<file path="src/design/rs_pkg.sv">
// RS(76,64) shared definitions
package rs_pkg;

    localparam int SYM_W   = 8;
    localparam int CODE_N  = 76;
    localparam int DATA_K  = 64;
    localparam int NUM_SYN = 12;
    localparam int POS_W   = 7;

    localparam logic [SYM_W-1:0] GF_POLY_LOW = 8'h1D; // x^8+x^4+x^3+x^2+1
    localparam logic [SYM_W-1:0] ALPHA       = 8'h02;
    localparam logic [SYM_W-1:0] ALPHA_INV   = 8'h8E;

    typedef logic [SYM_W-1:0] sym_t;
    typedef logic [POS_W-1:0] pos_t;
    typedef sym_t [NUM_SYN-1:0] syndrome_vec_t; // entry i holds S_(i+1)

    typedef enum logic [1:0] {
        STATUS_CLEAN         = 2'd0,
        STATUS_CORRECTED     = 2'd1,
        STATUS_UNCORRECTABLE = 2'd2
    } decode_status_t;

    // carry-less product, then fold the top bits back down
    function automatic sym_t gf_mul(sym_t a, sym_t b);
        logic [2*SYM_W-2:0] prod;
        prod = '0;
        for (int i = 0; i < SYM_W; i++) begin
            if (b[i]) begin
                prod = prod ^ ({{(SYM_W-1){1'b0}}, a} << i);
            end
        end
        for (int i = 2*SYM_W-2; i >= SYM_W; i--) begin
            if (prod[i]) begin
                prod = prod ^ ({{(SYM_W-2){1'b0}}, 1'b1, GF_POLY_LOW} << (i - SYM_W));
            end
        end
        return prod[SYM_W-1:0];
    endfunction

    // constant powers only, the loop is unrolled at elaboration
    function automatic sym_t gf_pow_alpha(int power);
        sym_t result;
        result = 8'h01;
        for (int i = 0; i < (power % 255); i++) begin
            result = gf_mul(result, ALPHA);
        end
        return result;
    endfunction

    // x^254 = x^2 * x^4 * ... * x^128
    function automatic sym_t gf_inv(sym_t x);
        sym_t result;
        sym_t sq;
        result = 8'h01;
        sq     = x;
        for (int i = 1; i < SYM_W; i++) begin
            sq     = gf_mul(sq, sq);
            result = gf_mul(result, sq);
        end
        return result; // zero maps to zero
    endfunction

endpackage

</file>
<file path="src/design/symbol_stream_if.sv">
// Symbol stream interface
`timescale 1ns/1ps

interface symbol_stream_if;

    logic          valid;
    logic          ready;
    rs_pkg::sym_t  sym;
    logic          last;   // final symbol of a codeword

    modport source (output valid, output sym, output last, input ready);

    modport sink (input valid, input sym, input last, output ready);

    // syndrome cells only watch transfers
    modport monitor (input valid, input ready, input sym, input last);

endinterface

</file>
<file path="src/design/codeword_streamer.sv">
// Codeword to symbol serializer
`timescale 1ns/1ps

module codeword_streamer #(
    parameter int CODE_N = 76
) (
    input  logic                             clk,
    input  logic                             rst_n,
    input  logic                             in_valid,
    output logic                             in_ready,
    input  logic [CODE_N*rs_pkg::SYM_W-1:0]  received_code,
    symbol_stream_if.source                  stream
);

    logic [CODE_N*rs_pkg::SYM_W-1:0] code_q;
    rs_pkg::pos_t                    idx_q;
    logic                            full_q;
    logic                            accept;
    logic                            xfer;

    assign in_ready = !full_q;
    assign accept   = in_valid && in_ready;
    assign xfer     = stream.valid && stream.ready;

    assign stream.valid = full_q;
    assign stream.sym   = code_q[idx_q*rs_pkg::SYM_W +: rs_pkg::SYM_W]; // symbol 0 in low byte
    assign stream.last  = (idx_q == rs_pkg::POS_W'(CODE_N - 1));

    always_ff @(posedge clk or negedge rst_n) begin
        if (!rst_n) begin
            full_q <= 1'b0;
            idx_q  <= '0;
        end else if (accept) begin
            full_q <= 1'b1;
            idx_q  <= '0;
        end else if (xfer) begin
            if (stream.last) begin
                full_q <= 1'b0;
                idx_q  <= '0;
            end else begin
                idx_q <= idx_q + 1'b1;
            end
        end
    end

    always_ff @(posedge clk) begin
        if (accept) begin
            code_q <= received_code;
        end
    end

endmodule

</file>
<file path="src/flat_wrapper.sv">
// flat-port wrapper written by rule: the top's interface ports become plain ports
module codeword_streamer_flat 
#(
    parameter int CODE_N = 76
)
  (clk, rst_n, in_valid, in_ready, received_code, stream_valid, stream_sym, stream_last, stream_ready);
  symbol_stream_if stream_i ();
  input  logic clk;
  input  logic rst_n;
  input  logic in_valid;
  output logic in_ready;
  input  logic [CODE_N*rs_pkg::SYM_W-1:0] received_code;
  output wire logic [$bits(stream_i.valid)-1:0] stream_valid;
  output wire logic [$bits(stream_i.sym)-1:0] stream_sym;
  output wire logic [$bits(stream_i.last)-1:0] stream_last;
  input wire logic [$bits(stream_i.ready)-1:0] stream_ready;
  assign stream_valid = stream_i.valid;
  assign stream_sym = stream_i.sym;
  assign stream_last = stream_i.last;
  assign stream_i.ready = stream_ready;
  codeword_streamer #(.CODE_N(CODE_N)) u_core (.clk(clk), .rst_n(rst_n), .in_valid(in_valid), .in_ready(in_ready), .received_code(received_code), .stream(stream_i));
endmodule
</file>
<file path="config.mk">
export PLATFORM = sky130hd
export DESIGN_NAME = codeword_streamer_flat
export DESIGN_NICKNAME = d
export VERILOG_FILES = /design/src/design/rs_pkg.sv /design/src/design/symbol_stream_if.sv /design/src/design/codeword_streamer.sv /design/src/flat_wrapper.sv
export SDC_FILE = /design/constraint.sdc
export NUM_CORES = 1
export LEC_CHECK = 0
export BUFFER_PORTS_ARGS = -buffer_cell sky130_fd_sc_hd__buf_2
export CAP_MARGIN = 0
export CORE_AREA = 2 2 242 244
export DETAILED_ROUTE_END_ITERATION = 10
export DIE_AREA = 0 0 244 246
export GPL_ROUTABILITY_DRIVEN = 0
export GPL_TIMING_DRIVEN = 0
export PLACE_DENSITY = 0.73
export SYNTH_ARGS = -nofsm -noshare
export SYNTH_HDL_FRONTEND = slang
export SYNTH_SLANG_ARGS = --single-unit
</file>
<file path="constraint.sdc">
create_clock -name clk -period 35.5 [get_ports clk]
set_input_delay 1.775 -clock clk [delete_from_list [all_inputs] [get_ports clk]]
set_output_delay 1.775 -clock clk [all_outputs]
set_load 0.01 [all_outputs]
</file>
After elaboration in Yosys (flattened, before gate mapping)
Cells that the tools add are included.
{"block": "word_totals", "register_bits": 616, "in_bits": 612, "output_inout_bits": 11, "wordCells": 18}
{"block": "op_classes", "n_addsub": 1, "eq_ne": 1, "shifts": 1, "mux": 6, "reduce_logical": 6}
{"cell": "$shiftx A608 B11 Y8", "count": 1}
{"cell": "$mux W7", "count": 3}
{"cell": "$add A7 B1 Y7 const B", "count": 1}
{"cell": "$eq A7 B7 Y1 const B", "count": 1}
{"cell": "$reduce_bool A2 Y1", "count": 2}
{"cell": "$mux W1", "count": 3}
{"cell": "$logic_and A1 B1 Y1", "count": 2}
{"cell": "$reduce_and A2 Y1", "count": 1}
{"cell": "$logic_not A1 Y1", "count": 1}

Logic depth before layout (Yosys ltp)
Gate-level depths: netlist (run 1).
{"block": "logic_depth", "depth_word": 4, "ltp_mapped": 9, "mapped_depth_nobuf": 5}

Least setup slack after synthesis (run 1)
Ideal clock, no wire load.
{"block": "synth_timing", "path_type": "input to register", "from": "in in_valid", "to": "reg u_core.idx_q[3]", "setup_ns": 0.161, "t_arrival_ns": 29.933, "t_required_ns": 35.339, "slack_ns": 5.406, "cell_stages": 3, "path_buffers": 0, "path_cell_list": "nor2b_1 > a31o_2 > nor2_1"}
{"block": "synth_via", "elab_chain_cells": 2, "elab_cells_between_ends": 3, "cone_classes": "1 x mux; 2 x reduce/logical"}
{"element": "start: declaration", "line": "flat_wrapper.sv:10", "text": "input logic in_valid;"}
{"element": "$logic_and A1 B1 Y1 *", "line": "codeword_streamer.sv:22", "text": "assign accept = in_valid && in_ready;"}
{"element": "$mux W7 / $reduce_bool A2 Y1 (equally long branches)"}
{"element": "end signal: assignment", "line": "codeword_streamer.sv:41", "text": "idx_q <= idx_q + 1'b1;"}
{"element": "end: declaration", "line": "codeword_streamer.sv:16", "text": "rs_pkg::pos_t idx_q;"}
Every way passes the cells marked *; elsewhere a longest branch is shown, timed or not.
A chain may end at the register's enable or synchronous reset.

Final worst setup path (run 1)
{"block": "layout_timing", "from": "reg u_core.idx_q[1]", "to": "out stream_sym[6]"}
{"block": "layout_via", "elab_chain_cells": 1}
{"element": "$shiftx A608 B11 Y8", "line": "codeword_streamer.sv:26", "text": "assign stream.sym = code_q[idx_q*rs_pkg::SYM_W +: rs_pkg::SYM_W];"}
{"element": "end: declaration", "line": "flat_wrapper.sv:14", "text": "output wire logic [$bits(stream_i.sym)-1:0] stream_sym;"}
Every way passes these cells.

==> results of run 1 <==
[how the worst max path moves through the flow]
| stage | startpoint | cells past startpoint | to |
|---|---|---|---|
| 4_1_cts | u_core.idx_q[1]$_DFFE_PN0P_ | 9 | stream_sym[6] |
| 2_1_floorplan | in_valid | 3 | u_core.idx_q[3]$_DFFE_PN0P_ |
| 5_1_grt | u_core.idx_q[1]$_DFFE_PN0P_ | 9 | stream_sym[6] |
| 3_3_place_gp | in_valid | 4 | u_core.idx_q[4]$_DFFE_PN0P_ |
| 3_5_place_dp | u_core.idx_q[1]$_DFFE_PN0P_ | 9 | stream_sym[6] |
| 6_report | u_core.idx_q[1]$_DFFE_PN0P_ | 9 | stream_sym[6] |
[flip-flops by register name (all words and copies together) (netlist names)]
name	count
u_core.code_q	608
u_core.idx_q	7
u_core.stream.valid	1
[cells by family after synthesis]
| logic type | count (synthesis) |
|---|---|
| flops | 616 |
| compound gates | 98 |
| xor+xnor | 4 |
| buf+inv | 64 |
| fa+ha+maj | 1 |
| mux | 193 |
| simple gates | 81 |
[cell type report]
class | instances | area, sq um
clock buffers | 86 | 1770
inverters | 2 | 7.51
fillers | 4593 | 27200
clock inverters | 30 | 230
flip-flops and latches | 616 | 18500
plain buffers | 62 | 372
repair buffers | 639 | 3470
diodes | 17 | 42.5
multi-input cells | 377 | 4890
well taps | 765 | 957
[layer usage]
layer	GRT usage	routed length, um	vias to the layer above	part of all wire
li1	-	-	5938	-
met1	0.313	28900	7037	0.39
met2	0.420	38000	675	0.51
met3	0.0572	5300	127	0.071
met4	0.0863	2300	8	0.031
met5	0	52	-	0.00070
[Yosys cell counts (all sizes together), types with 2 or more instances]
cell type    n  area [sq um]
o221ai       3          26.3
a2111oi      2          23.8
a211oi       2          15.0
o31ai        6          45.0
a22o         7          61.3
a22oi       14           105
a211o        2          17.5
nand2       23          86.3
nand3b       6          45.0
a31o         3          26.3
clkbuf      17          63.8
a221oi      13           114
and3         4          25.0
a31oi        2          12.5
dfrtp        8           200
mux2i       40           400
mux4       138          3110
buf         45           308
xnor2        2          17.5
a21oi        8          40.0
a221o        2          20.0
o2111ai      3          26.3
nand2b       4          25.0
inv          2          7.51
nor2b        6          37.5
o31a         2          17.5
nor3b        2          20.0
xor2         2          17.5
nand3       12          60.1
o21ai       13          65.1
edfxtp     608         18300
o22ai        6          37.5
a32o         3          30.0
mux2        15           169
nor2        16          60.1
[critical path, cell delays in order, from the launching register on]
cell and delay (ns):
dfrtp_1 0.34, buf_4 0.19, buf_2 0.43, buf_1 0.70, mux4_2 0.43, mux2i_1 0.37, o21ai_0 0.14, a22oi_1 0.45
o221ai_1 0.21, buf_2 0.19
[power by group through the flow]
stage          clock, mW  sequential (mW)  combinational (mW)
6_report           0.644            0.804               0.459
3_3_place_gp           0            0.820               0.463
2_1_floorplan          0            0.819               0.247
3_5_place_dp           0            0.819               0.465
4_1_cts            0.657            0.804               0.468
5_1_grt            0.683            0.804               0.487
[per-stage QoR]
stage                     cell area [sq um]  utilization  hold WS [ns]  setup WS, ns  TNS (ns)
after floorplan                       23700            -         0.541          5.41         0
after global placement                27800        0.484         0.575         -3.76  -1818.95
after detailed placement              28200        0.491         0.599         30.11         0
after CTS                             30200        0.526         0.612         29.45         0
after global routing                  30200        0.526         0.650         29.44         0
final                                 30200        0.526         0.613         29.67         0
==> flow_metrics.tcl, run 1 <==
set metrics [dict create \
    die_h_um 246 \
    grt.total_usage 0.247 \
    finalMaxSlewViolations 0 \
    worstPathMaxFanout 10 \
    numCtsBuffers 67 \
    row_count 88 \
    cts_tree "yes" \
    path_class "flip-flop to output port" \
    worstSkewPairLatency_ns 0.60 \
    clk_root_buffer_cell "clkbuf_16" \
    die_area_sq_um 60000 \
    swShare 0.293 \
    cts.reportedPaths.clkPinSlew_ns 0.06 \
    synthAdderAreaFrac 0.000527 \
    r2r_end "u_core.code_q[462]$_DFFE_PN_" \
    synth-simple-area-share 0.0175 \
    yosysWarnings 0 \
    rsz0062_at_grt "no" \
    leakagePower_nw 10.8 \
    port_buffers 621 \
    final_common_cell "buf_2" \
    antenna_found_initial 18 \
    fin_crit_sh 0.164 \
    vias 13785 \
    hold_end "u_core.idx_q[6]$_DFFE_PN0P_" \
    reg2reg_slack_ns 32.67 \
    grt_max_degree 41 \
    cts_buffer_depth 3 \
    synth_top_family_by_area "multiplexers" \
    htree_num_levels 3 \
    whs_path_depth 2 \
    placedCellCount 2461 \
    cts_hold_buffers 0 \
    max_slew_margin 0.228 \
    overflow 0 \
    period_minus_slack_ns 5.83 \
    cts.sinks 616 \
    seq_power_share 0.422 \
    endpoint_kind "output port" \
    rr_startpoint "u_core.stream.valid$_DFFE_PN0P_" \
    finClkSkew_ns 0.0203 \
    synth-compound-area-share 0.0314 \
    stdcell_count 2594 \
    ys_ff_latch 616 \
    synth_area_sq_um 23700 \
    drt-total-wl_mm 74.6 \
    first_pass_iters 7 \
    hold_start "u_core.idx_q[6]$_DFFE_PN0P_" \
    synth_nets 1670 \
    cts_resized 0 \
    postCtsSetupBuffers 0 \
    final_cell_mix "buf_2, edfxtp_1, mux4_2" \
    core_area_sq_um 57400 \
    place_hpwl_mm 56.7 \
    status "finished clean" \
    p_total_mw 1.91 \
    areaGrowthSynthToFinish_pct 27.3 \
    wl_per_cell_um 28.7 \
    hold_class "flip-flop to flip-flop" \
    grt_first_pass_wirelength_mm 103 \
    peakVddDrop_uv 42.3 \
    chipWidth_um 244 \
    muxShareOfSynthArea 0.155 \
    avgViaCountPerCell 5.31 \
    crit_arrival_ns 4.06 \
    r2r_cells 7 \
    grt_pass1_vias 14756 \
    route.detailed.drc 0 \
    p_clk_frac 0.338 \
    start_util 0.414 \
    dominantRegCellSynth "edfxtp_1" \
    drv_cap 0 \
    synth_xor_area_frac 0.00148 \
    io_pins 623 \
    power.net_switching_uw 560 \
    drt_iter0_markers 1165 \
    nNetsFinal 2378 \
    layout-drive-gt1-share 0.510 \
    async_flop_share 0.0130 \
    required_ns 33.72 \
    yosysSeqAreaShare 0.778 \
    start_kind "flip-flop" \
    syn_inst 1057 \
    power_density_nw_per_um2 63.2 \
    internal_power_mw 1.35 \
    synth_edf_count 608 \
    worstMarginPinSlew_ns 1.16 \
    ant_nets 0 \
    finalSetupViolCount 0 \
    avgSynthCellArea_sq_um 22.4 \
    hold_violations 0 \
    pwr-share-comb 0.241 \
    synth_cell_types 58 \
    fmax_ghz 0.171 \
]
No activity file was read; power rests on OpenSTA's default activity.
==> run 2, diff against run 1 <==
==> constraint.sdc (replaced) <==
create_clock -name clk -period 5.6 [get_ports clk]
set_input_delay 0.28 -clock clk [delete_from_list [all_inputs] [get_ports clk]]
set_output_delay 0.28 -clock clk [all_outputs]
set_load 0.01 [all_outputs]
==> flow_metrics.tcl, run 2 <==
set metrics [dict create \
    numCtsBuffers 66 \
    dominantRegCellSynth "edfxtp_1" \
    async_flop_share 0.0130 \
    chipWidth_um 244 \
    synth_common_cells "edfxtp_1, mux4_2, mux2i_1" \
    synth_edf_count 608 \
    cts.sinks 616 \
    synth_area_sq_um 23700 \
    lastStage "clock tree synthesis" \
    port_buffers 621 \
    yosysWarnings 0 \
    io_pins 623 \
    die_h_um 246 \
    synth_cell_types 58 \
    start_util 0.414 \
    synth_area_leaders "edfxtp_1, mux4_2, mux2i_1" \
    syn_inst 1057 \
    cts_buffer_depth 3 \
    yosys.area.top_type "edfxtp_1" \
    avgSynthCellArea_sq_um 22.4 \
    yosysSeqAreaShare 0.778 \
    cts_hold_buffers 517 \
    clk_root_buffer_cell "clkbuf_16" \
    cts_resized 0 \
    ys_ff_latch 616 \
    synth_nets 1670 \
    row_count 88 \
    synth_top_area_share 0.770 \
    error "[ERROR RSZ-0060] Max buffer count reached." \
    placed_area_sq_um 28200 \
    place_hpwl_mm 56.5 \
    yosysMostFrequentCell "edfxtp_1" \
    status "stopped before the end" \
    postCtsSetupBuffers 0 \
    htree_num_levels 3 \
]
-- run 2: kinds of logic after synthesis --
family,synth area share
AO/OA/AOI/OAI,0.0314
XOR/XNOR,0.00148
adder cells (fa/ha/maj),0.000527
buffers and inverters,0.0160
flip-flops,0.778
multiplexers,0.155
AND/OR/NAND/NOR,0.0175
-- run 2: stage by stage --
step | hold slack (ns) | setup TNS, ns | instances | setup WS (ns)
2_1_floorplan | -0.0156 | -2702.02 | 1057 | -4.59
3_3_place_gp | 0.129 | -4289.07 | 2443 | -7.22
3_5_place_dp | 0.133 | 0 | 2461 | 1.68
==> run 3, diff against run 2 <==
--- a/config.mk
+++ b/config.mk
@@ -7,12 +7,12 @@
 export LEC_CHECK = 0
 export BUFFER_PORTS_ARGS = -buffer_cell sky130_fd_sc_hd__buf_2
 export CAP_MARGIN = 0
-export CORE_AREA = 2 2 242 244
+export CORE_MARGIN = 1
+export CORE_UTILIZATION = 40
 export DETAILED_ROUTE_END_ITERATION = 10
-export DIE_AREA = 0 0 244 246
 export GPL_ROUTABILITY_DRIVEN = 0
 export GPL_TIMING_DRIVEN = 0
-export PLACE_DENSITY = 0.73
+export PLACE_DENSITY_LB_ADDON = 0.15
 export SYNTH_ARGS = -nofsm -noshare
 export SYNTH_HDL_FRONTEND = slang
 export SYNTH_SLANG_ARGS = --single-unit
==> flow_metrics.tcl, run 3 <==
set metrics [dict create \
    synth_cell_types 58 \
    syn_inst 1057 \
    error "[ERROR RSZ-0060] Max buffer count reached." \
    dominantRegCellSynth "edfxtp_1" \
    io_pins 623 \
    async_flop_share 0.0130 \
    synth_common_cells "edfxtp_1, mux4_2, mux2i_1" \
    synth_top_area_share 0.770 \
    postCtsSetupBuffers 0 \
    place_hpwl_mm 58.2 \
    row_count 88 \
    clk_root_buffer_cell "clkbuf_16" \
    yosysMostFrequentCell "edfxtp_1" \
    start_util 0.408 \
    lastStage "clock tree synthesis" \
    cts_resized 0 \
    numCtsBuffers 67 \
    die_h_um 246 \
    port_buffers 621 \
    chipWidth_um 246 \
    placed_area_sq_um 28200 \
    htree_num_levels 3 \
    synth_edf_count 608 \
    cts_buffer_depth 3 \
    synth_nets 1670 \
    avgSynthCellArea_sq_um 22.4 \
    ys_ff_latch 616 \
    synth_area_sq_um 23700 \
    yosysWarnings 0 \
    cts.sinks 616 \
    status "stopped before the end" \
    yosysSeqAreaShare 0.778 \
    yosys.area.top_type "edfxtp_1" \
    synth_area_leaders "edfxtp_1, mux4_2, mux2i_1" \
    cts_hold_buffers 516 \
]
==> run 3: cells by family after synthesis <==
group / count (synthesis) / share of synthesized area
flops: 616 / 0.778
compound gates: 98 / 0.0314
simple gates: 81 / 0.0175
fa+ha+maj: 1 / 0.000527
xor+xnor: 4 / 0.00148
buf+inv: 64 / 0.0160
mux: 193 / 0.155
==> run 3: metrics by stage <==
step	std cells	setup slack [ns]	util
after floorplan	1057	-4.59	-
after detailed placement	2463	1.67	0.486
after global placement	2443	-7.78	0.478
