`src/design/rs_pkg.sv`:
```
// RS(76,64) shared definitions
package rs_pkg;

    localparam int SYM_W   = 8;
    localparam int CODE_N  = 76;
    localparam int DATA_K  = 64;
    localparam int NUM_SYN = 12;
    localparam int POS_W   = 7;

    localparam logic [SYM_W-1:0] GF_POLY_LOW = 8'h1D; // x^8+x^4+x^3+x^2+1
    localparam logic [SYM_W-1:0] ALPHA       = 8'h02;
    localparam logic [SYM_W-1:0] ALPHA_INV   = 8'h8E;

    typedef logic [SYM_W-1:0] sym_t;
    typedef logic [POS_W-1:0] pos_t;
    typedef sym_t [NUM_SYN-1:0] syndrome_vec_t; // entry i holds S_(i+1)

    typedef enum logic [1:0] {
        STATUS_CLEAN         = 2'd0,
        STATUS_CORRECTED     = 2'd1,
        STATUS_UNCORRECTABLE = 2'd2
    } decode_status_t;

    // carry-less product, then fold the top bits back down
    function automatic sym_t gf_mul(sym_t a, sym_t b);
        logic [2*SYM_W-2:0] prod;
        prod = '0;
        for (int i = 0; i < SYM_W; i++) begin
            if (b[i]) begin
                prod = prod ^ ({{(SYM_W-1){1'b0}}, a} << i);
            end
        end
        for (int i = 2*SYM_W-2; i >= SYM_W; i--) begin
            if (prod[i]) begin
                prod = prod ^ ({{(SYM_W-2){1'b0}}, 1'b1, GF_POLY_LOW} << (i - SYM_W));
            end
        end
        return prod[SYM_W-1:0];
    endfunction

    // constant powers only, the loop is unrolled at elaboration
    function automatic sym_t gf_pow_alpha(int power);
        sym_t result;
        result = 8'h01;
        for (int i = 0; i < (power % 255); i++) begin
            result = gf_mul(result, ALPHA);
        end
        return result;
    endfunction

    // x^254 = x^2 * x^4 * ... * x^128
    function automatic sym_t gf_inv(sym_t x);
        sym_t result;
        sym_t sq;
        result = 8'h01;
        sq     = x;
        for (int i = 1; i < SYM_W; i++) begin
            sq     = gf_mul(sq, sq);
            result = gf_mul(result, sq);
        end
        return result; // zero maps to zero
    endfunction

endpackage

```
`src/design/symbol_stream_if.sv`:
```
// Symbol stream interface
`timescale 1ns/1ps

interface symbol_stream_if;

    logic          valid;
    logic          ready;
    rs_pkg::sym_t  sym;
    logic          last;   // final symbol of a codeword

    modport source (output valid, output sym, output last, input ready);

    modport sink (input valid, input sym, input last, output ready);

    // syndrome cells only watch transfers
    modport monitor (input valid, input ready, input sym, input last);

endinterface

```
`src/design/syndrome_cell.sv`:
```
// Horner syndrome cell
`timescale 1ns/1ps

module syndrome_cell #(
    parameter int ROOT_EXP = 1
) (
    input  logic              clk,
    input  logic              rst_n,
    symbol_stream_if.monitor  stream,
    output rs_pkg::sym_t      syndrome
);

    localparam rs_pkg::sym_t ROOT = rs_pkg::gf_pow_alpha(ROOT_EXP);

    rs_pkg::sym_t acc_q;
    logic         first_q;  // next transfer opens a codeword

    always_ff @(posedge clk or negedge rst_n) begin
        if (!rst_n) begin
            acc_q   <= '0;
            first_q <= 1'b1;
        end else if (stream.valid && stream.ready) begin
            // highest degree arrives first
            acc_q   <= (first_q ? '0 : rs_pkg::gf_mul(acc_q, ROOT)) ^ stream.sym;
            first_q <= stream.last;
        end
    end

    assign syndrome = acc_q;

endmodule

```
`src/flat_wrapper.sv`:
```
// flat-port wrapper written by rule: the top's interface ports become plain ports
module syndrome_cell_flat 
#(
    parameter int ROOT_EXP = 1
)
  (clk, rst_n, syndrome, stream_valid, stream_ready, stream_sym, stream_last);
  symbol_stream_if stream_i ();
  input  logic clk;
  input  logic rst_n;
  output rs_pkg::sym_t syndrome;
  input wire logic [$bits(stream_i.valid)-1:0] stream_valid;
  input wire logic [$bits(stream_i.ready)-1:0] stream_ready;
  input wire logic [$bits(stream_i.sym)-1:0] stream_sym;
  input wire logic [$bits(stream_i.last)-1:0] stream_last;
  assign stream_i.valid = stream_valid;
  assign stream_i.ready = stream_ready;
  assign stream_i.sym = stream_sym;
  assign stream_i.last = stream_last;
  syndrome_cell #(.ROOT_EXP(ROOT_EXP)) u_core (.clk(clk), .rst_n(rst_n), .stream(stream_i), .syndrome(syndrome));
endmodule
```
`config.mk`:
```
export PLATFORM = sky130hd
export DESIGN_NAME = syndrome_cell_flat
export DESIGN_NICKNAME = d
export VERILOG_FILES = /design/src/design/rs_pkg.sv /design/src/design/symbol_stream_if.sv /design/src/design/syndrome_cell.sv /design/src/flat_wrapper.sv
export SDC_FILE = /design/constraint.sdc
export NUM_CORES = 1
export LEC_CHECK = 0
export BUFFER_PORTS_ARGS = -buffer_cell sky130_fd_sc_hd__buf_4
export CORE_AREA = 2 2 39 41
export DETAILED_ROUTE_END_ITERATION = 16
export DIE_AREA = 0 0 41 43
export SYNTH_ARGS = -nofsm -noshare
export SYNTH_HDL_FRONTEND = slang
export SYNTH_SLANG_ARGS = --single-unit
```
`constraint.sdc`:
```
create_clock -name clk -period 3.31 [get_ports clk]
set_clock_uncertainty 0.15 [all_clocks]
set_input_delay 0.1655 -clock clk [delete_from_list [all_inputs] [get_ports clk]]
set_output_delay 0.1655 -clock clk [all_outputs]
set_load 0.02 [all_outputs]
```
* After elaboration in Yosys (flattened, before gate mapping)
Cells that the tools add are included.
Storage, ports and cells: register bits after elaboration 9, input bits 13, output and inout port bits 8, word-level logic and storage cells 27
Operators by class: mux-type cells 16, bitwise gates (word level) 8, reductions and logical operators 1
Operators by type and width (number):
- 4-bit NOT | 7
- 8-bit two-way mux | 3
- 11-bit two-way mux | 2
- 10-bit two-way mux | 2
- 9-bit two-way mux | 2
- 15-bit two-way mux | 1
- 14-bit two-way mux | 1
- 13-bit two-way mux | 1
- 12-bit two-way mux | 1
- 8-bit XOR | 1
- 7-bit two-way mux | 1
- 6-bit two-way mux | 1
- 5-bit two-way mux | 1
- 1-bit logical AND | 1

* Longest topological paths before layout
Gate-level depths: netlist of run 1.
depth after elaboration 25, mapped depth 4, mapped depth without buffers 3

* Worst setup path before layout of run 1
Ideal clock, no wire load.
kind reg-to-reg, from reg u_core.acc_q[7], in the netlist u_core.syndrome[7], to reg u_core.acc_q[2], in the netlist u_core.syndrome[2], setup time 82 ps, arrival time 1115 ps, required time 3078 ps, path slack 1964 ps, cell stages (with the launch flop) 4, path buffers 0, clock period less this slack 1346 ps, cell sequence dfrtp_1 xnor2_1 or3_1 a31oi_1
On the way: cells in the longest elaborated chain, start to end 17
RTL lines:
- from (decl) | RTL line syndrome_cell.sv:15 | rs_pkg::sym_t acc_q;
- from (signal assigned) | RTL line syndrome_cell.sv:24 | acc_q <= (first_q ? '0 : rs_pkg::gf_mul(acc_q, ROOT)) ^ stream.sym;
- 15-bit two-way mux * | RTL line syndrome_cell.sv:22 | end else if (stream.valid && stream.ready) begin
- 4-bit NOT (no line)
- 11-bit two-way mux * | RTL line rs_pkg.sv:34 | if (prod[i]) begin
- 14-bit two-way mux * | RTL line syndrome_cell.sv:22
- 4-bit NOT (no line)
- 10-bit two-way mux * | RTL line rs_pkg.sv:34
- 13-bit two-way mux * | RTL line syndrome_cell.sv:22
- 4-bit NOT (no line)
- 9-bit two-way mux * | RTL line rs_pkg.sv:34
- 12-bit two-way mux * | RTL line syndrome_cell.sv:22
- 11-bit two-way mux * | RTL line syndrome_cell.sv:22
- 10-bit two-way mux * | RTL line syndrome_cell.sv:22
- 9-bit two-way mux * | RTL line syndrome_cell.sv:22
- 5-bit two-way mux * | RTL line rs_pkg.sv:34
- 8-bit two-way mux * | RTL line syndrome_cell.sv:22
- 8-bit two-way mux * | RTL line syndrome_cell.sv:24
- 8-bit XOR * | RTL line syndrome_cell.sv:24
Mark *: on every way between the ends. The rest lies on a longest branch, timed or not. The select of a mux whose other input is x is not followed. A chain may end at the register's enable or synchronous reset.

* Worst setup path in the final report of run 1
from reg u_core.acc_q[7], in the netlist u_core.syndrome[7], to reg u_core.acc_q[4], in the netlist u_core.syndrome[4]
Same word-level chain as after synthesis.

==> results.txt, run 1 <==
RSZ-0062 raised after global routing -> false
WS Path Type -> reg -> reg
Seq/Total Area, Yosys -> 0.484
CP max FO -> 6
Starting DRT DRC Count -> 1
Tmin final -> 1.31 ns
Outcome -> completed
Routed via count -> 408
Fin crit share -> 0.395
Drt total wl -> 934 um
Chip Width -> 41 um
Synth Cell Area -> 468 um2
Setup violations, final -> 0
Core Rows -> 14
Post-Syn Instances -> 50
Leak Pwr -> 0.295 nW
Commonest non-fill, non-tap cell in the layout -> buf_4
Clk slew on worst S/H paths -> 0.07 ns
Drt pass-1 iters -> 2
Post-CTS resize count -> 0
Avg WL per Cell -> 10.5 um
Mapped Nets -> 63
Layout Nets -> 87
Layout cells sized above 1 -> 0.342
H-tree Lvls -> 1
Max cap viols -> 0
Die H -> 43 um
Setup TNS Final -> 0 ns
Num ports -> 21
Max-slew violations -> 0
Clk Latency, worst-skew pair -> 0.26 ns
Non-filler cells, final -> 89
Starting Density -> 0.338
Overall Power -> 0.000388 W
Initial antenna violation count -> 0
Worst Setup End Kind -> register
VDD IR max -> 0.244 mV
Core area -> 1380 um2
DP Cell Count -> 83
CTS Buffer Depth -> 2
Synth warn -> 0
Final ANT Viol Nets -> 0
Total CTS buffers -> 3
Hold Path Class -> in -> reg
Startpoint types -> register
Fillcell total -> 134
GRT overflow -> 0
Syn_area_per_cell -> 9.36 um2
CTS tree -> yes
Avg Vias per Cell -> 4.58
Tot GR Track Use -> 0.129
Max Clk Rate -> 765 MHz
Area grow syn2layout -> 43.9%
Vias in the first global route -> 352
Final hold violations -> 0
Antenna cells -> 0
Worst EP arrival -> 1.33 ns
Most frequent cells in the layout -> buf_4, xnor2_1, o21ai_0, dfrtp_1, nand2_1
Drt drc -> 0
Final GP Congestion -> 0.676
Clock sink count -> 9
Synth Register Bits -> 9
CTS Root Cell -> clkbuf_4
HPWL after DPL -> 709 um
PwrDens -> 576 nW/um2
Port Buffer Count -> 20
DIE AREA -> 1760 um2
First-pass GRT wire length -> 1520 um
Largest net degree at the start of global routing -> 13
Slew @ Worst Pin -> 0.318 ns
Slew headroom -> 0.787
Post-synthesis cell type count -> 13
Crit path required time -> 3.33 ns
-- worst max-delay path: stages, from the launching register on --
cell and delay (ns):
dfrtp_1 0.45, xnor2_1 0.16, or3_1 0.30, a31oi_1 0.17
-- kinds of logic after synthesis --
kind of cell / after synthesis / share of synthesized area
AND/OR/NAND/NOR: 18 / 0.193
AO/OA/AOI/OAI: 11 / 0.126
flip-flops: 9 / 0.484
XOR/XNOR: 8 / 0.150
buffers and inverters: 3 / 0.0241
multiplexers: 1 / 0.0241
-- synthesized netlist by cell type, drive strengths merged --
cell	number	area share
or3	3	0.040
nor2b	5	0.067
xnor2	8	0.15
clkbuf	2	0.016
dfrtp	8	0.43
dfstp	1	0.056
buf	1	0.0080
and2	1	0.013
a31oi	3	0.040
nand2	6	0.048
o21ai	8	0.086
nor2	3	0.024
mux2	1	0.024
-- metal layers --
layer  vias to the layer above  GRT usage  routed length [um]
met2                        10      0.184                 459
met3                         0     0.0209                  46
met5                         -          0                   0
met1                       184      0.173                 428
met4                         0     0.0800                   0
li1                        214          -                   -
-- registers in the layout (all words and copies together) (netlist names) --
signal and flops:
u_core.first_q 1, u_core.syndrome 8
-- area by class of cell --
type | count | area (um2) | area share
Clock buffer | 4 | 26.3 | 0.0390
Multi-Input combinational cell | 38 | 230 | 0.342
Sequential cell | 9 | 226 | 0.336
Tap cell | 16 | 20.0 | 0.0297
Timing Repair Buffer | 22 | 170 | 0.253
-- power breakdown --
part           internal [W]  switching [W]
clock network     0.0000464      0.0000389
registers          0.000135      0.0000255
logic             0.0000752      0.0000667
-- through the flow --
| stage | instance area, um2 | util | hold slack (ns) | setup slack [ns] |
|---|---|---|---|---|
| 3_3_place_gp | 627 | 0.453 | -0.149 | 2.04 |
| 5_1_grt | 673 | 0.486 | 0.0260 | 1.93 |
| 3_5_place_dp | 627 | 0.453 | -0.150 | 2.01 |
| 6_report | 673 | 0.486 | 0.0355 | 2.00 |
| 2_1_floorplan | 468 | - | -0.280 | 1.96 |
| 4_1_cts | 673 | 0.486 | 0.0313 | 1.99 |
-- final timing paths --
check                              startpoint                  to  slack (ns)  cells after the start
min reg2reg                u_core.syndrome[6]  u_core.syndrome[6]        0.36                      2
min in group asynchronous               rst_n  u_core.syndrome[2]        0.12                      2
min                             stream_sym[3]  u_core.syndrome[3]        0.04                      3
max                        u_core.syndrome[7]  u_core.syndrome[4]        2.00                      3
max reg2reg                u_core.syndrome[7]  u_core.syndrome[4]        2.00                      3
max in group asynchronous               rst_n      u_core.first_q        2.68                      2
-- repair_timing --
item / CTS / global route
hold buffers: 2 / 0
buffers inserted: 0 / 0
endpoints found under the hold margin: 10 / 0
Note: power is estimated with default switching activity, not from simulation.
==> run 2: changes to the inputs <==
- clock period: 3.31 -> 1.09 ns (I/O delays scaled with it)
==> run 2 against run 1 <==
Compared with the run above: the flow now finishes with violations (hold timing, setup timing); worst setup slack got worse by 2.2 ns; combinational power grew to 4.8 times the previous value; clock power grew to 3.1 times the previous value; critical path depth is the same; sequential cell count unchanged; sequential power rose to 3.0 times the previous value; count of clock-buffer cells in the layout did not move; sequential share of layout area is 8.5 points lower; critical endpoint is now u_core.syndrome[3].
==> results.txt, run 2 (synthesis results as in run 1) <==
Flop-to-flop setup slack -> -0.18 ns
Avg Vias per Cell -> 4.61
Design area -> 911 um2
Max-slew violations -> 0
Avg WL per Cell -> 11.3 um
Layout Nets -> 105
Chip Width -> 41 um
Overall Power -> 0.00143 W
Total CTS buffers -> 3
PwrDens -> 1570 nW/um2
Leak Pwr -> 0.412 nW
CTS Buffer Depth -> 2
DIE AREA -> 1760 um2
HP Start -> stream_sym[3]
Area grow syn2layout -> 94.7%
Crit path required time -> 1.12 ns
Final ANT Viol Nets -> 0
Drt drc -> 0
First-pass GRT wire length -> 1810 um
Startpoint types -> register
Min-Delay Endpoint -> u_core.syndrome[3]
H-tree Lvls -> 1
Initial antenna violation count -> 0
Most frequent cells in the layout -> buf_4, dlygate4sd3_1, buf_6
Worst EP arrival -> 1.31 ns
GRT overflow -> 0
CTS Root Cell -> clkbuf_4
Starting Density -> 0.338
RSZ-0062 raised after global routing -> true
Setup WS pre-CTS -> -0.189 ns
VDD IR max -> 0.862 mV
Tmin final -> 1.27 ns
Worst r2r dst -> u_core.syndrome[3]
Largest net degree at the start of global routing -> 11
Starting DRT DRC Count -> 5
CTS tree -> yes
Final hold violations -> 1
Vias in the first global route -> 435
Hold Path Class -> in -> reg
Worst Setup End Kind -> register
Drt pass-1 iters -> 2
Outcome -> complete, but fails checks
Max Clk Rate -> 785 MHz
Reg2reg start -> u_core.syndrome[7]
Fin crit share -> 1.17
Clk slew on worst S/H paths -> 0.06 ns
Slew @ Worst Pin -> 0.187 ns
Violated checks -> hold timing, setup timing
Port Buffer Count -> 20
Core area -> 1380 um2
Routed via count -> 493
Setup TNS Final -> -1.33 ns
Core Rows -> 14
Layout cells sized above 1 -> 0.484
Hold_ws -> -0.0780 ns
Max reg flops -> 8
Slew headroom -> 0.875
Max cap viols -> 0
Setup slack after layout -> -0.184 ns
Commonest non-fill, non-tap cell in the layout -> buf_4
Hold path depth -> 3
Antenna cells -> 0
Die H -> 43 um
Setup violations, final -> 12
Clk Latency, worst-skew pair -> 0.26 ns
Placed cell areas -> 692 um2
Cts hold-fix bufs -> 10
Tot GR Track Use -> 0.163
HPWL after DPL -> 731 um
Clock sink count -> 9
Drt total wl -> 1210 um
Worst Reg-to-Reg Cells -> 3
Final GP Congestion -> 0.668
Fillcell total -> 122
CP max FO -> 5
Num ports -> 21
WS Path Type -> reg -> reg
## run 2: cell count changes in the layout (fill, tap and decap cells not counted)
| cell | delta |
|---|---|
| nor2b_1 | -5 |
| nor2b_2 | +2 |
| xnor2_2 | +2 |
| dfrtp_2 | +2 |
| nor2b_4 | +3 |
| dlygate4sd3_1 | +8 |
| xnor2_1 | -2 |
| buf_6 | +10 |
| o21ai_1 | +5 |
| dfrtp_1 | -2 |
| o21ai_0 | -5 |
## run 2: report_power, final
group | internal, W | switching [W] | leakage, nW
clock | 0.000141 | 0.000124 | 0.0150
sequential | 0.000413 | 0.0000703 | 0.103
combinational | 0.000406 | 0.000275 | 0.293
## run 2: worst max path at each step
stage	from	to	slack, ns	depth (start not counted)
after floorplan	u_core.syndrome[7]	u_core.syndrome[4]	-0.20	3
after global placement	u_core.syndrome[7]	u_core.syndrome[4]	-0.19	3
after detailed placement	u_core.first_q	u_core.syndrome[0]	-0.19	3
after CTS	u_core.syndrome[7]	u_core.syndrome[3]	-0.20	3
after global routing	u_core.syndrome[7]	u_core.syndrome[3]	-0.27	3
final	u_core.syndrome[7]	u_core.syndrome[3]	-0.18	3
## run 2: what timing repair did
item	4_1_cts	5_1_grt
buffers inserted	4	1
gates resized for setup	12	5
setup endpoints to repair	13	14
gates cloned	0	0
pin swaps	5	1
hold endpoints to repair	18	1
## run 2: critical path, cell delays in order, from the launching register on
cell and delay, ns:
dfrtp_2 0.45, xnor2_1 0.15, or3_1 0.30, a31oi_1 0.15
## run 2: per-stage QoR
stage | instances | utilization | hold WS, ns
floorplan | 50 | - | -0.391
finish | 107 | 0.658 | -0.0780
global placement | 88 | 0.500 | -0.262
detailed placement | 88 | 0.500 | -0.263
global route | 107 | 0.658 | -0.0660
CTS | 106 | 0.637 | -0.0776
## run 2: area by class of cell
cell class                      instances  area, um2  share of cell area
Clock buffer                            4       26.3              0.0288
Tap cell                               16       20.0              0.0220
Multi-Input combinational cell         38        273               0.299
Timing Repair Buffer                   40        363               0.398
Sequential cell                         9        229               0.251
## run 2: routing by layer
metal  track usage  vias to the layer above  part of all wire
met5             0                        -                 0
met4        0.0800                        0            0.0050
met3        0.0785                        2             0.063
met2         0.247                       17              0.53
met1         0.183                      224              0.40
li1              -                      250                 -
==> run 3: changes to the inputs <==
- ABC_AREA: not set -> 1
- MAX_ROUTING_LAYER: not set -> met4
- PLACE_DENSITY: not set -> 0.69
==> run 3 against run 2 <==
Compared with the run above: the run ends with setup timing left; sequential cell count stayed put; first-iteration DRC count rose to 4.2 times the previous value; final cell count rose by 9.3%; routed wire length is 2.7% higher; worst hold slack better by 0.094 ns; global-route usage rose by 0.43 points; critical endpoint is now u_core.syndrome[6]; largest cell class unchanged.
==> results.txt, run 3 <==
Top-area cell type share of the netlist area -> 0.389
Synth Cell Area -> 514 um2
Cell with the most instances after synthesis -> nand2_1
Syn_area_per_cell -> 7.68 um2
Slew headroom -> 0.873
Routed via count -> 542
Number of synthesized flops with an enable pin -> 0
Commonest non-fill, non-tap cell in the layout -> nand2_1
Avg Vias per Cell -> 4.63
Post-synthesis cell type count -> 14
CTS tree -> yes
Outcome -> complete, but fails checks
Final hold violations -> 0
Core area -> 1380 um2
Fillcell total -> 138
PwrDens -> 1520 nW/um2
Crit path cell chain -> inv_4 -> nand2_2 -> xor2_1 -> o21ai_1
Final ANT Viol Nets -> 0
Final GP Congestion -> 0.704
CP max FO -> 12
Largest area contributor in the netlist -> dfrtp_1
Area grow syn2layout -> 61.6%
Drt pass-1 iters -> 4
Max cap viols -> 0
Layout Nets -> 115
Port Buffer Count -> 20
Fin crit share -> 1.07
Vias in the first global route -> 448
Max reg flops -> 8
DP Cell Count -> 102
Mapped Nets -> 80
Crit-path slowest cell -> dfstp_2
Worst EP arrival -> 1.16 ns
Tmin final -> 1.17 ns
Tot GR Track Use -> 0.168
Setup violations, final -> 8
Most frequent cells in the layout -> nand2_1, buf_4, dlygate4sd3_1
Leak Pwr -> 0.429 nW
Ys async rst share -> 1.00
Hold Path Class -> in -> reg
Chip Width -> 41 um
Drt total wl -> 1240 um
Largest net degree at the start of global routing -> 13
Starting DRT DRC Count -> 21
Post-synth top cells -> nand2_1, dfrtp_1, inv_1
Setup slack after layout -> -0.0809 ns
Clk slew on worst S/H paths -> 0.06 ns
Synth Flop Type -> dfrtp_1
Post-Syn Instances -> 67
Num ports -> 21
Startpoint types -> register
Synth top area cells -> dfrtp_1, nand2_1, xor2_1, nand3_1, dfstp_2
Slew @ Worst Pin -> 0.189 ns
Starting Density -> 0.372
VDD IR max -> 0.695 mV
Max-slew violations -> 0
Synth Register Bits -> 9
Hold_ws -> 0.0160 ns
Violated checks -> setup timing
Design area -> 831 um2
DIE AREA -> 1760 um2
RSZ-0062 raised after global routing -> true
GRT overflow -> 0
Antenna cells -> 0
H-tree Lvls -> 1
Core Rows -> 14
Clock sink count -> 9
HPWL after DPL -> 837 um
Setup WS pre-CTS -> -0.0897 ns
Seq/Total Area, Yosys -> 0.440
Drt drc -> 0
Critical path's largest stage delay -> 0.54 ns
Die H -> 43 um
Max Clk Rate -> 854 MHz
CTS Buffer Depth -> 2
Non-filler cells, final -> 117
Layout cells sized above 1 -> 0.337
Initial antenna violation count -> 0
Synth warn -> 0
Clk Latency, worst-skew pair -> 0.26 ns
Worst Setup End Kind -> register
First-pass GRT wire length -> 1930 um
Placed cell areas -> 676 um2
WS Path Type -> reg -> reg
Avg WL per Cell -> 10.6 um
CTS Root Cell -> clkbuf_4
Crit path required time -> 1.08 ns
Total CTS buffers -> 3
[run 3: layout make-up]
type	instances	area, um2	area share
multi-input cells	47	245	0.295
repair buffers	32	275	0.331
clock buffers	4	26.3	0.0316
inverters	9	36.3	0.0437
well taps	16	20.0	0.0241
flip-flops and latches	9	228	0.274
[run 3: through the flow]
stage	power [W]	util	TNS [ns]
final	0.00127	0.600	-0.354
after global routing	0.00135	0.600	-0.854
after CTS	0.00127	0.592	-0.407
after detailed placement	0.000959	0.488	-0.524
after global placement	0.000947	0.488	-0.403
after floorplan	0.000775	-	-0.428
[run 3: path summary, 6_finish.rpt]
kind / slack (ns) / to / from / cells after the start
max in group asynchronous: 0.04 / u_core.first_q / rst_n / 3
max: -0.08 / u_core.syndrome[6] / u_core.first_q / 4
min reg2reg: 0.37 / u_core.syndrome[6] / u_core.syndrome[6] / 2
min: 0.02 / u_core.syndrome[4] / stream_ready / 4
max reg2reg: -0.08 / u_core.syndrome[6] / u_core.first_q / 4
min in group asynchronous: 0.55 / u_core.syndrome[0] / rst_n / 3
[run 3: per-layer routing]
layer	wire length (um)	vias to the layer above	global-route usage	part of all wire
li1	-	283	-	-
met1	566	246	0.237	0.46
met2	623	13	0.234	0.50
met3	50	0	0.0157	0.040
met4	0	0	0.0800	0
met5	0	-	-	0
[run 3: power breakdown]
part           switching [W]  internal (W)  total (W)
registers          0.0000801      0.000410   0.000490
logic               0.000270      0.000242   0.000512
clock network       0.000124      0.000141   0.000265
total               0.000474      0.000793    0.00127
[run 3: kinds of logic (layout without fill, tap and decap cells)]
| family | Yosys count | after routing | synth area share |
|---|---|---|---|
| simple gates | 36 | 36 | 0.311 |
| buf+inv | 11 | 45 | 0.0973 |
| flops | 9 | 9 | 0.440 |
| compound gates | 6 | 6 | 0.0657 |
| xor+xnor | 5 | 5 | 0.0852 |
[run 3: timing repair]
action | CTS | global route
setup buffers | 0 | 0
pin swaps | 3 | 2
endpoints found under the hold margin | 18 | 0
setup endpoints to repair | 9 | 10
hold buffers | 11 | 0
gates resized for setup | 3 | 2
[run 3: worst max-delay path, delay by kind of cell, from the launching register on]
| family | cells | cell delay, ns |
|---|---|---|
| AO/OA/AOI/OAI | 1 | 0.08 |
| flip-flops | 1 | 0.54 |
| buffers and inverters | 1 | 0.07 |
| XOR/XNOR | 1 | 0.16 |
| AND/OR/NAND/NOR | 1 | 0.06 |
